File: src/logic/v850_defines.svh
`ifndef V850_DEFINES_SVH
`define V850_DEFINES_SVH

// Data path and general register width
`define V850_XLEN        32

// General register count, r0 included
`define V850_NREG        32
`define V850_REG_BITS    5   // reg1/reg2 field width

// Opcode field, word bits 10:5
`define V850_OPCODE_BITS 6

// Format II short immediate
`define V850_IMM5_BITS   5

`endif

File: src/logic/v850_isa_pkg.sv
`include "v850_defines.svh"

package v850_isa_pkg;

    // Supported 16-bit opcodes, word bits 10:5
    typedef enum logic [`V850_OPCODE_BITS-1:0] {
        op_mov     = 6'b000000,  // MOV reg1, reg2
        op_not     = 6'b000001,
        op_or      = 6'b001000,
        op_xor     = 6'b001001,
        op_and     = 6'b001010,
        op_tst     = 6'b001011,  // AND without write-back
        op_subr    = 6'b001100,  // reg1 - reg2
        op_sub     = 6'b001101,
        op_add     = 6'b001110,
        op_cmp     = 6'b001111,  // SUB without write-back
        op_mov_imm = 6'b010000,  // Sign-extended imm5
        op_add_imm = 6'b010010,
        op_cmp_imm = 6'b010011,
        op_shr_imm = 6'b010100,  // Zero-extended shift count
        op_sar_imm = 6'b010101,
        op_shl_imm = 6'b010110
    } opcode_e;

    // Format I, rrrrr oooooo RRRRR
    typedef struct packed {
        logic [`V850_REG_BITS-1:0]  reg2;
        opcode_e                    opcode;
        logic [`V850_REG_BITS-1:0]  reg1;
    } fmt1_t;

    // Format II, rrrrr oooooo iiiii
    typedef struct packed {
        logic [`V850_REG_BITS-1:0]  reg2;
        opcode_e                    opcode;
        logic [`V850_IMM5_BITS-1:0] imm5;
    } fmt2_t;

    // Low five bits are reg1 or imm5 depending on opcode
    typedef union packed {
        fmt1_t fmt1;
        fmt2_t fmt2;
    } insn_u;

endpackage

File: src/logic/v850_core_pkg.sv
`include "v850_defines.svh"

package v850_core_pkg;

    // Execute stage operation, result is reg2 op A
    typedef enum logic [3:0] {
        alu_pass,   // MOV, A straight through
        alu_not,
        alu_or,
        alu_xor,
        alu_and,
        alu_add,
        alu_sub,    // reg2 - A
        alu_subr,   // A - reg2
        alu_shr,
        alu_sar,
        alu_shl,
        alu_nop     // Unsupported opcode
    } alu_op_e;

    // PSW low nibble, same bit order as the V850 PSW
    typedef struct packed {
        logic cy;
        logic ov;
        logic s;
        logic z;
    } flags_t;

    // One record per accepted instruction
    typedef struct packed {
        logic [`V850_REG_BITS-1:0] dest;
        logic                      write;  // Register actually written
        logic [`V850_XLEN-1:0]     data;
        flags_t                    flags;  // PSW after this instruction
    } retire_t;

endpackage

File: src/logic/v850_ifs.sv
`timescale 1ns/1ps
`include "v850_defines.svh"

// Decoded instruction, decode register to execute
interface issue_if;
    logic                      valid;
    logic                      ready;
    v850_core_pkg::alu_op_e    alu_op;
    logic [`V850_XLEN-1:0]     op_a;          // reg1 data or extended imm5
    logic [`V850_XLEN-1:0]     op_b;          // reg2 data
    logic [`V850_REG_BITS-1:0] dest;          // Always the reg2 field
    logic                      writes_reg;
    logic                      writes_flags;

    modport dec (
        output valid,
        output alu_op,
        output op_a,
        output op_b,
        output dest,
        output writes_reg,
        output writes_flags,
        input  ready
    );

    modport exe (
        input  valid,
        input  alu_op,
        input  op_a,
        input  op_b,
        input  dest,
        input  writes_reg,
        input  writes_flags,
        output ready
    );
endinterface

// Write-back of the current edge, forwarded to operand read
interface bypass_if;
    logic                      fire;   // Issue transfer this edge
    logic [`V850_REG_BITS-1:0] dest;
    logic                      write;
    logic [`V850_XLEN-1:0]     data;

    modport src (
        output fire,
        output dest,
        output write,
        output data
    );

    modport snk (
        input  fire,
        input  dest,
        input  write,
        input  data
    );
endinterface

File: src/logic/v850_regfile.sv
`timescale 1ns/1ps
`include "v850_defines.svh"

module v850_regfile (
    input  logic                      clk,
    input  logic                      reset,
    input  logic [`V850_REG_BITS-1:0] rd_a_idx,   // reg1 port
    input  logic [`V850_REG_BITS-1:0] rd_b_idx,   // reg2 port
    output logic [`V850_XLEN-1:0]     rd_a_data,
    output logic [`V850_XLEN-1:0]     rd_b_data,
    input  logic                      wr_en,
    input  logic [`V850_REG_BITS-1:0] wr_idx,
    input  logic [`V850_XLEN-1:0]     wr_data
);

    // General registers r0..r31
    logic [`V850_XLEN-1:0] regs [`V850_NREG];

    // Combinational reads, r0 forced to zero
    assign rd_a_data = (rd_a_idx == '0) ? '0 : regs[rd_a_idx];
    assign rd_b_data = (rd_b_idx == '0) ? '0 : regs[rd_b_idx];

    always_ff @(posedge clk) begin
        if (reset) begin
            for (int i = 0; i < `V850_NREG; i++) begin
                regs[i] <= '0;
            end
        end else if (wr_en && wr_idx != '0) begin  // Writes to r0 dropped
            regs[wr_idx] <= wr_data;
        end
    end

endmodule

File: src/logic/v850_decoder.sv
`timescale 1ns/1ps
`include "v850_defines.svh"

module v850_decoder (
    input  logic                      clk,
    input  logic                      reset,
    input  logic                      in_valid,
    output logic                      in_ready,
    input  v850_isa_pkg::insn_u       in_insn,
    output logic [`V850_REG_BITS-1:0] rd_a_idx,
    output logic [`V850_REG_BITS-1:0] rd_b_idx,
    input  logic [`V850_XLEN-1:0]     rd_a_data,
    input  logic [`V850_XLEN-1:0]     rd_b_data,
    issue_if.dec                      issue,
    bypass_if.snk                     bypass
);

    v850_isa_pkg::opcode_e  opcode;
    v850_core_pkg::alu_op_e alu_op;
    logic                   imm_sext;     // MOV/ADD/CMP imm5
    logic                   imm_zext;     // Shift counts
    logic                   no_write;     // CMP and TST
    logic                   writes_reg;
    logic                   writes_flags;
    logic                   fwd_a;
    logic                   fwd_b;
    logic [`V850_XLEN-1:0]  reg1_val;
    logic [`V850_XLEN-1:0]  reg2_val;
    logic [`V850_XLEN-1:0]  op_a;
    logic                   accept;

    assign opcode   = in_insn.fmt1.opcode;
    assign rd_a_idx = in_insn.fmt1.reg1;
    assign rd_b_idx = in_insn.fmt1.reg2;

    // Forward execute's write of this same edge, never for r0
    assign fwd_a = bypass.fire && bypass.write && bypass.dest == rd_a_idx && rd_a_idx != '0;
    assign fwd_b = bypass.fire && bypass.write && bypass.dest == rd_b_idx && rd_b_idx != '0;
    assign reg1_val = fwd_a ? bypass.data : rd_a_data;
    assign reg2_val = fwd_b ? bypass.data : rd_b_data;

    always_comb begin
        case (opcode)
            v850_isa_pkg::op_mov,
            v850_isa_pkg::op_mov_imm: alu_op = v850_core_pkg::alu_pass;
            v850_isa_pkg::op_not:     alu_op = v850_core_pkg::alu_not;
            v850_isa_pkg::op_or:      alu_op = v850_core_pkg::alu_or;
            v850_isa_pkg::op_xor:     alu_op = v850_core_pkg::alu_xor;
            v850_isa_pkg::op_and,
            v850_isa_pkg::op_tst:     alu_op = v850_core_pkg::alu_and;
            v850_isa_pkg::op_subr:    alu_op = v850_core_pkg::alu_subr;
            v850_isa_pkg::op_sub,
            v850_isa_pkg::op_cmp,
            v850_isa_pkg::op_cmp_imm: alu_op = v850_core_pkg::alu_sub;
            v850_isa_pkg::op_add,
            v850_isa_pkg::op_add_imm: alu_op = v850_core_pkg::alu_add;
            v850_isa_pkg::op_shr_imm: alu_op = v850_core_pkg::alu_shr;
            v850_isa_pkg::op_sar_imm: alu_op = v850_core_pkg::alu_sar;
            v850_isa_pkg::op_shl_imm: alu_op = v850_core_pkg::alu_shl;
            default:                  alu_op = v850_core_pkg::alu_nop;  // Retires as no-op
        endcase
    end

    assign imm_sext = opcode inside {v850_isa_pkg::op_mov_imm, v850_isa_pkg::op_add_imm,
                                     v850_isa_pkg::op_cmp_imm};
    assign imm_zext = opcode inside {v850_isa_pkg::op_shr_imm, v850_isa_pkg::op_sar_imm,
                                     v850_isa_pkg::op_shl_imm};
    assign no_write = opcode inside {v850_isa_pkg::op_cmp, v850_isa_pkg::op_cmp_imm,
                                     v850_isa_pkg::op_tst};

    // Unknown opcodes decode to nop and touch nothing
    assign writes_reg = alu_op != v850_core_pkg::alu_nop && !no_write
                        && in_insn.fmt2.reg2 != '0;
    assign writes_flags = alu_op != v850_core_pkg::alu_nop
                          && !(opcode inside {v850_isa_pkg::op_mov, v850_isa_pkg::op_mov_imm});

    // Operand A, same low field seen as register or immediate
    always_comb begin
        if (imm_sext) begin
            op_a = {{(`V850_XLEN-`V850_IMM5_BITS){in_insn.fmt2.imm5[`V850_IMM5_BITS-1]}},
                    in_insn.fmt2.imm5};
        end else if (imm_zext) begin
            op_a = {{(`V850_XLEN-`V850_IMM5_BITS){1'b0}}, in_insn.fmt2.imm5};
        end else begin
            op_a = reg1_val;
        end
    end

    // Take a new word when empty or draining into execute
    assign in_ready = !issue.valid || issue.ready;
    assign accept   = in_valid && in_ready;

    always_ff @(posedge clk) begin
        if (reset) begin
            issue.valid <= 1'b0;
        end else if (accept) begin
            issue.valid <= 1'b1;
        end else if (issue.ready) begin
            issue.valid <= 1'b0;  // Handed to execute, nothing behind it
        end
    end

    // Decode register payload
    always_ff @(posedge clk) begin
        if (accept) begin
            issue.alu_op       <= alu_op;
            issue.op_a         <= op_a;
            issue.op_b         <= reg2_val;
            issue.dest         <= in_insn.fmt1.reg2;
            issue.writes_reg   <= writes_reg;
            issue.writes_flags <= writes_flags;
        end
    end

endmodule

File: src/logic/v850_execute.sv
`timescale 1ns/1ps
`include "v850_defines.svh"

module v850_execute (
    input  logic                      clk,
    input  logic                      reset,
    issue_if.exe                      issue,
    bypass_if.src                     bypass,
    output logic                      wr_en,
    output logic [`V850_REG_BITS-1:0] wr_idx,
    output logic [`V850_XLEN-1:0]     wr_data,
    output logic                      out_valid,
    input  logic                      out_ready,
    output v850_core_pkg::retire_t    out_retire
);

    localparam int MSB = `V850_XLEN - 1;

    v850_core_pkg::flags_t   psw;
    v850_core_pkg::flags_t   psw_next;
    logic                    fire;
    logic [`V850_XLEN-1:0]   result;
    logic                    cy_new;
    logic                    ov_new;
    logic [`V850_XLEN-1:0]   add_x;
    logic [`V850_XLEN-1:0]   add_y;
    logic [`V850_XLEN-1:0]   add_y_eff;
    logic                    add_sub;
    logic [`V850_XLEN:0]     add_sum;
    logic                    add_cy;
    logic                    add_ov;
    logic [4:0]              shamt;
    logic [`V850_XLEN:0]     shl_full;   // Carry out on top
    logic [`V850_XLEN:0]     shr_full;   // Carry out at bit 0
    logic [`V850_XLEN:0]     sar_full;

    // One adder for ADD, SUB and SUBR
    always_comb begin
        add_x   = issue.op_b;
        add_y   = issue.op_a;
        add_sub = 1'b0;
        case (issue.alu_op)
            v850_core_pkg::alu_sub: add_sub = 1'b1;
            v850_core_pkg::alu_subr: begin  // Operands swapped
                add_x   = issue.op_a;
                add_y   = issue.op_b;
                add_sub = 1'b1;
            end
            default: add_sub = 1'b0;
        endcase
    end

    assign add_y_eff = add_sub ? ~add_y : add_y;
    assign add_sum   = {1'b0, add_x} + {1'b0, add_y_eff} + {{`V850_XLEN{1'b0}}, add_sub};
    assign add_cy    = add_sum[`V850_XLEN] ^ add_sub;  // Borrow when subtracting
    assign add_ov    = (add_x[MSB] == add_y_eff[MSB]) && (add_sum[MSB] != add_x[MSB]);

    // Shifts carry an extra bit to catch the last one out, zero for count 0
    assign shamt    = issue.op_a[4:0];
    assign shl_full = {1'b0, issue.op_b} << shamt;
    assign shr_full = {issue.op_b, 1'b0} >> shamt;
    assign sar_full = $signed({issue.op_b, 1'b0}) >>> shamt;

    always_comb begin
        cy_new = psw.cy;  // Logic ops keep CY
        ov_new = 1'b0;
        case (issue.alu_op)
            v850_core_pkg::alu_pass: result = issue.op_a;
            v850_core_pkg::alu_not:  result = ~issue.op_a;
            v850_core_pkg::alu_or:   result = issue.op_b | issue.op_a;
            v850_core_pkg::alu_xor:  result = issue.op_b ^ issue.op_a;
            v850_core_pkg::alu_and:  result = issue.op_b & issue.op_a;
            v850_core_pkg::alu_add,
            v850_core_pkg::alu_sub,
            v850_core_pkg::alu_subr: begin
                result = add_sum[MSB:0];
                cy_new = add_cy;
                ov_new = add_ov;
            end
            v850_core_pkg::alu_shr: begin
                result = shr_full[`V850_XLEN:1];
                cy_new = shr_full[0];
            end
            v850_core_pkg::alu_sar: begin
                result = sar_full[`V850_XLEN:1];  // Sign fill from bit 31
                cy_new = sar_full[0];
            end
            v850_core_pkg::alu_shl: begin
                result = shl_full[MSB:0];
                cy_new = shl_full[`V850_XLEN];
            end
            default: result = '0;
        endcase

        psw_next = psw;
        if (issue.writes_flags) begin
            psw_next.cy = cy_new;
            psw_next.ov = ov_new;
            psw_next.s  = result[MSB];
            psw_next.z  = (result == '0);
        end
    end

    // Stall while the output register is full and not draining
    assign issue.ready = !out_valid || out_ready;
    assign fire        = issue.valid && issue.ready;

    // Register write-back, same edge as the retire load
    assign wr_en   = fire && issue.writes_reg;
    assign wr_idx  = issue.dest;
    assign wr_data = result;

    assign bypass.fire  = fire;
    assign bypass.dest  = issue.dest;
    assign bypass.write = issue.writes_reg;
    assign bypass.data  = result;

    always_ff @(posedge clk) begin
        if (reset) begin
            psw       <= '0;
            out_valid <= 1'b0;
        end else if (fire) begin
            psw       <= psw_next;
            out_valid <= 1'b1;
        end else if (out_ready) begin
            out_valid <= 1'b0;
        end
    end

    // Retirement record
    always_ff @(posedge clk) begin
        if (fire) begin
            out_retire.dest  <= issue.dest;
            out_retire.write <= issue.writes_reg;
            out_retire.data  <= result;
            out_retire.flags <= psw_next;
        end
    end

endmodule

File: src/logic/v850_core.sv
`timescale 1ns/1ps
`include "v850_defines.svh"

module v850_core (
    input  logic                      clk,
    input  logic                      reset,
    input  logic                      in_valid,
    output logic                      in_ready,
    input  logic [15:0]               in_insn,     // One 16-bit instruction word
    output logic                      out_valid,
    input  logic                      out_ready,
    output logic [`V850_REG_BITS-1:0] out_dest,
    output logic                      out_write,
    output logic [`V850_XLEN-1:0]     out_data,
    output logic [3:0]                out_flags    // CY OV S Z
);

    // Regfile read side, driven by decode
    logic [`V850_REG_BITS-1:0] rd_a_idx;
    logic [`V850_REG_BITS-1:0] rd_b_idx;
    logic [`V850_XLEN-1:0]     rd_a_data;
    logic [`V850_XLEN-1:0]     rd_b_data;

    // Write side, driven by execute
    logic                      wr_en;
    logic [`V850_REG_BITS-1:0] wr_idx;
    logic [`V850_XLEN-1:0]     wr_data;

    v850_core_pkg::retire_t    retire;

    issue_if  issue ();
    bypass_if bypass ();

    v850_regfile u_regfile (
        .clk       (clk),
        .reset     (reset),
        .rd_a_idx  (rd_a_idx),
        .rd_b_idx  (rd_b_idx),
        .rd_a_data (rd_a_data),
        .rd_b_data (rd_b_data),
        .wr_en     (wr_en),
        .wr_idx    (wr_idx),
        .wr_data   (wr_data)
    );

    v850_decoder u_decoder (
        .clk       (clk),
        .reset     (reset),
        .in_valid  (in_valid),
        .in_ready  (in_ready),
        .in_insn   (in_insn),
        .rd_a_idx  (rd_a_idx),
        .rd_b_idx  (rd_b_idx),
        .rd_a_data (rd_a_data),
        .rd_b_data (rd_b_data),
        .issue     (issue.dec),
        .bypass    (bypass.snk)
    );

    v850_execute u_execute (
        .clk        (clk),
        .reset      (reset),
        .issue      (issue.exe),
        .bypass     (bypass.src),
        .wr_en      (wr_en),
        .wr_idx     (wr_idx),
        .wr_data    (wr_data),
        .out_valid  (out_valid),
        .out_ready  (out_ready),
        .out_retire (retire)
    );

    // Flatten the record onto the output stream
    assign out_dest  = retire.dest;
    assign out_write = retire.write;
    assign out_data  = retire.data;
    assign out_flags = retire.flags;

endmodule

File: config.mk
export PLATFORM = sky130hd
export DESIGN_NAME = v850_core
export DESIGN_NICKNAME = d
export VERILOG_FILES = /design/src/logic/v850_isa_pkg.sv /design/src/logic/v850_core_pkg.sv /design/src/logic/v850_ifs.sv /design/src/logic/v850_regfile.sv /design/src/logic/v850_decoder.sv /design/src/logic/v850_execute.sv /design/src/logic/v850_core.sv
export VERILOG_INCLUDE_DIRS = /design/src /design/src/logic
export SDC_FILE = /design/constraint.sdc
export NUM_CORES = 2
export LEC_CHECK = 0
export BUFFER_PORTS_ARGS = -buffer_cell sky130_fd_sc_hd__clkbuf_2
export CORE_ASPECT_RATIO = 1.2
export CORE_MARGIN = 1.5
export CORE_UTILIZATION = 43
export CTS_CLUSTER_SIZE = 24
export DETAILED_ROUTE_END_ITERATION = 7
export MAX_ROUTING_LAYER = met4
export PLACE_DENSITY = 0.6
export SLEW_MARGIN = 20
export SYNTH_ARGS = -nofsm -noshare
export SYNTH_HDL_FRONTEND = slang
export SYNTH_SLANG_ARGS = --single-unit
File: constraint.sdc
create_clock -name clk -period 8.1 [get_ports clk]
set_input_delay 0.81 -clock clk [delete_from_list [all_inputs] [get_ports clk]]
set_output_delay 0.81 -clock clk [all_outputs]
set_load 0.005 [all_outputs]
==> flow_metrics.py <==
metrics = {
    "routing": {
        "dr.first_iter.drc_count": 7650,
        "avgViaCountPerCell": 6.78,
        "ant_nets": 0,
        "firstDrtPassIters": 6,
        "via_count": 48427,
        "finalWirelength_microns": 259000,
        "drcViolationCount": 0,
        "post_drt_wl_per_cell_microns": 36.3,
    },
    "power_and_ir_drop": {
        "p_leak_nw": 25.4,
        "peakVddDrop_v": 0.000198,
        "powerDensity_nw_per_um2": 216,
    },
    "finish": {
        "regMostFlops": "u_regfile.regs",
        "reg.largest.list": "u_regfile.regs (1024), u_execute.out_retire (42)",
        "drive_gt1_share_pct": 24.3,
        "num-nets-final": 5074,
        "fin_util_pct": 47.6,
        "area_delta_synth_final_pct": 9.76,
        "largest_reg_flops": 1024,
    },
    "sta": {
        "setup_viol": 0,
        "grt_setup_unrepaired": "false",
        "finalCriticalPeriod_ps": 6720,
        "slew_violations": 0,
        "slew_headroom_pct": 15.4,
        "worst_pin_slew_ps": 1260,
        "fin_setup_tns_ps": 0,
        "clock_skew_ps": 67.1,
        "fmax_ghz": 0.149,
        "fin_ws_ps": 1380,
        "fin_crit_sh_pct": 82.9,
        "hold_violations": 0,
    },
    "clock_tree": {
        "cts_sinks": 1147,
        "post_cts_resized": 0,
        "clk_latency_ps": 750,
        "cts_made_buffers": 114,
        "clkTransAtPathRegs_ps": 60,
        "cts-root-buf": "clkbuf_16",
        "cts_tree": "yes",
        "cts_hold_buf": 0,
        "cts.path.max_buffers": 3,
        "cts_max_level": 3,
        "post_cts_buffers": 0,
    },
    "synth": {
        "synth_edf_count": 1141,
        "synth_top_area_cell": "edfxtp_1",
        "yosysMostFrequentCell": "edfxtp_1",
        "ys.flop_type": "edfxtp_1",
        "syn_inst": 5118,
        "netlist-cell-type-count": 95,
        "ys_async_sr_fraction_pct": 0,
        "synthTopCellsByArea": "edfxtp_1 (51%), mux4_2 (23%), nor2_1 (6.2%)",
        "synth_seq_area_share_pct": 51.2,
        "synth_warnings": 0,
        "netlist_area_sq_um": 67200,
        "synth_common_cells": "edfxtp_1 (1141), nor2_1 (1114), mux4_2 (676)",
        "ys_ff_latch": 1147,
        "synth_top_area_share_pct": 51.0,
        "syn_avg_cell_area_sq_um": 13.1,
    },
    "setup_path": {
        "crit_slowest_cell": "nand3_1",
        "max_stage_delay_ps": 710,
        "cp.depth": 18,
        "crit_path_start_kind": "flip-flop",
        "crit_chain": "buf_4 > clkinv_1 > nand3_1 > nor3_1 > a21oi_1 > o31ai_1 > fa_1 > a21o_1 > a221o_1 > a211oi_1 > o21ai_0 > mux2i_1 > nor3_4 > buf_4 > nand4_1 > or4_1 > or4_1 > o22ai_1",
        "path_class": "flip-flop to flip-flop",
        "rr_endpoint": "u_execute.out_retire[0]$_DFFE_PP_",
        "cp-endpoint": "u_execute.out_retire[0]$_DFFE_PP_",
        "reg2reg_slack_ps": 1380,
        "cp_top_family": "simple AND/OR/NAND/NOR gates",
        "arrival_ps": 7290,
        "path_max_fanout": 35,
        "critPathLaunch": "u_decoder.issue.alu_op[3]$_DFFE_PP_",
        "reg2regPathDepth": 18,
        "rr_startpoint": "u_decoder.issue.alu_op[3]$_DFFE_PP_",
        "cp_data_required_time_ps": 8670,
        "crit_buf_inv": 3,
        "cp-end-kind": "flip-flop",
    },
    "outcome": {
        "status": "finished, final reports clean",
    },
    "global_routing": {
        "grt_pass1_wl_microns": 360000,
        "gr-usage-all-layers_pct": 33.5,
        "antenna_found_initial": 12,
        "grt-ovfl-total": 0,
        "grt_start_max_net_pins": 136,
        "grt_pass1_vias": 47339,
    },
    "placement": {
        "place_ws_ps": 1460,
        "gp_congestion": 1.09,
        "dpl.hpwl_microns": 163000,
        "portBuffers": 63,
    },
    "floorplanning": {
        "rows": 158,
        "num_io_pins": 64,
        "start_util_pct": 43.4,
        "fp.dieH_microns": 436,
        "dieArea_sq_um": 159000,
        "die_x_microns": 364,
        "design.core.area_sq_um": 155000,
    },
    "job": {
        "cap_viol_max_count": 0,
    },
    "min_path": {
        "hold_path_class": "input pin to flip-flop",
    },
}
==> layout make-up <==
class                   count  area [sq um]
fillers                 13507         81100
flip-flops and latches   1147         34400
multi-input cells        3342         30700
clock buffers             140          3040
well taps                2080          2600
repair buffers            229          1730
clock inverters            70           752
inverters                 118           443
diodes                     12          30.0
==> metal layers <==
metal | vias to the layer above | GRT usage, % | wire (microns)
met1 | 24998 | 41.5 | 92600
met2 | 3320 | 52.7 | 125000
li1 | 19331 | - | -
met4 | 0 | 17.0 | 16000
met5 | - | - | 0
met3 | 778 | 6.06 | 25900
==> how the worst min path moves through the flow <==
stage	from	to	slack [ps]	depth (start not counted)
floorplan	u_decoder.issue.dest[0]$_DFFE_PP_	u_execute.out_retire[37]$_DFFE_PP_	420	0
detailed placement	u_execute.psw[2]$_SDFFE_PP0P_	u_execute.psw[2]$_SDFFE_PP0P_	460	2
global route	in_valid	u_decoder.issue.valid$_SDFFE_PP0P_	320	3
finish	in_valid	u_decoder.issue.valid$_SDFFE_PP0P_	310	3
CTS	in_valid	u_decoder.issue.valid$_SDFFE_PP0P_	280	3
global placement	u_execute.psw[2]$_SDFFE_PP0P_	u_execute.psw[2]$_SDFFE_PP0P_	440	2
==> kinds of logic (layout without fill, tap and decap cells) <==
| kind of cell | Yosys count | after routing | share of synthesized area, % |
|---|---|---|---|
| adders and majority gates | 102 | 102 | 1.91 |
| and+or+nand+nor | 1618 | 1618 | 10.0 |
| AOI/OAI and AO/OA | 679 | 679 | 6.77 |
| xor gates and xnor gates | 53 | 53 | 0.691 |
| DFF | 1147 | 1147 | 51.2 |
| other | 1 | 44 | 0.00558 |
| muxes | 858 | 858 | 25.5 |
| buffers and inverters | 660 | 557 | 3.92 |
==> power by group <==
group          leakage (nW)  internal, W  switching (W)
sequential             11.8      0.00679       0.000219
clock                  1.84      0.00313        0.00235
combinational          11.8      0.00115        0.00226
total                  25.4       0.0111        0.00483
==> worst register-to-register path: stages (launching register included) <==
cell      delay (ps)
edfxtp_1         320
buf_4            320
clkinv_1         430
nand3_1          710
nor3_1           100
a21oi_1          160
o31ai_1          140
fa_1             450
a21o_1           210
a221o_1          370
a211oi_1         540
o21ai_0          300
mux2i_1          210
nor3_4           140
buf_4            430
nand4_1          290
or4_1            600
or4_1            700
o22ai_1          170
==> through the flow <==
step | instances | hold WS (ps) | power [W] | cell area, sq um
after global placement | 6914 | 444 | 0.0104 | 69900
after CTS | 7124 | 279 | 0.0158 | 73600
after detailed placement | 6914 | 456 | 0.0105 | 69900
after floorplan | 5149 | 424 | 0.00912 | 67300
final | 7138 | 315 | 0.0159 | 73700
after global routing | 7137 | 317 | 0.0163 | 73700
==> cell usage in the layout, fill, tap and decap left out, drive strengths merged, types with 15 or more instances in the layout <==
cell,Yosys,routed
nand2,242,242
o211ai,52,52
o21ai,184,184
a211oi,32,32
a221oi,17,17
nand4,24,24
nor2,1114,1114
ha,101,101
mux2,50,50
clkinv,3,55
xor2,17,17
a31oi,20,20
mux4,676,676
mux2i,132,132
buf,135,177
nand3,45,45
nand2b,51,51
clkbuf,407,192
xnor2,36,36
edfxtp,1141,1141
bufinv,0,15
o22ai,72,72
a21oi,105,105
inv,115,115
o22a,34,34
conb,1,32
nor3,44,44
No activity file was read; power rests on OpenSTA's default activity.
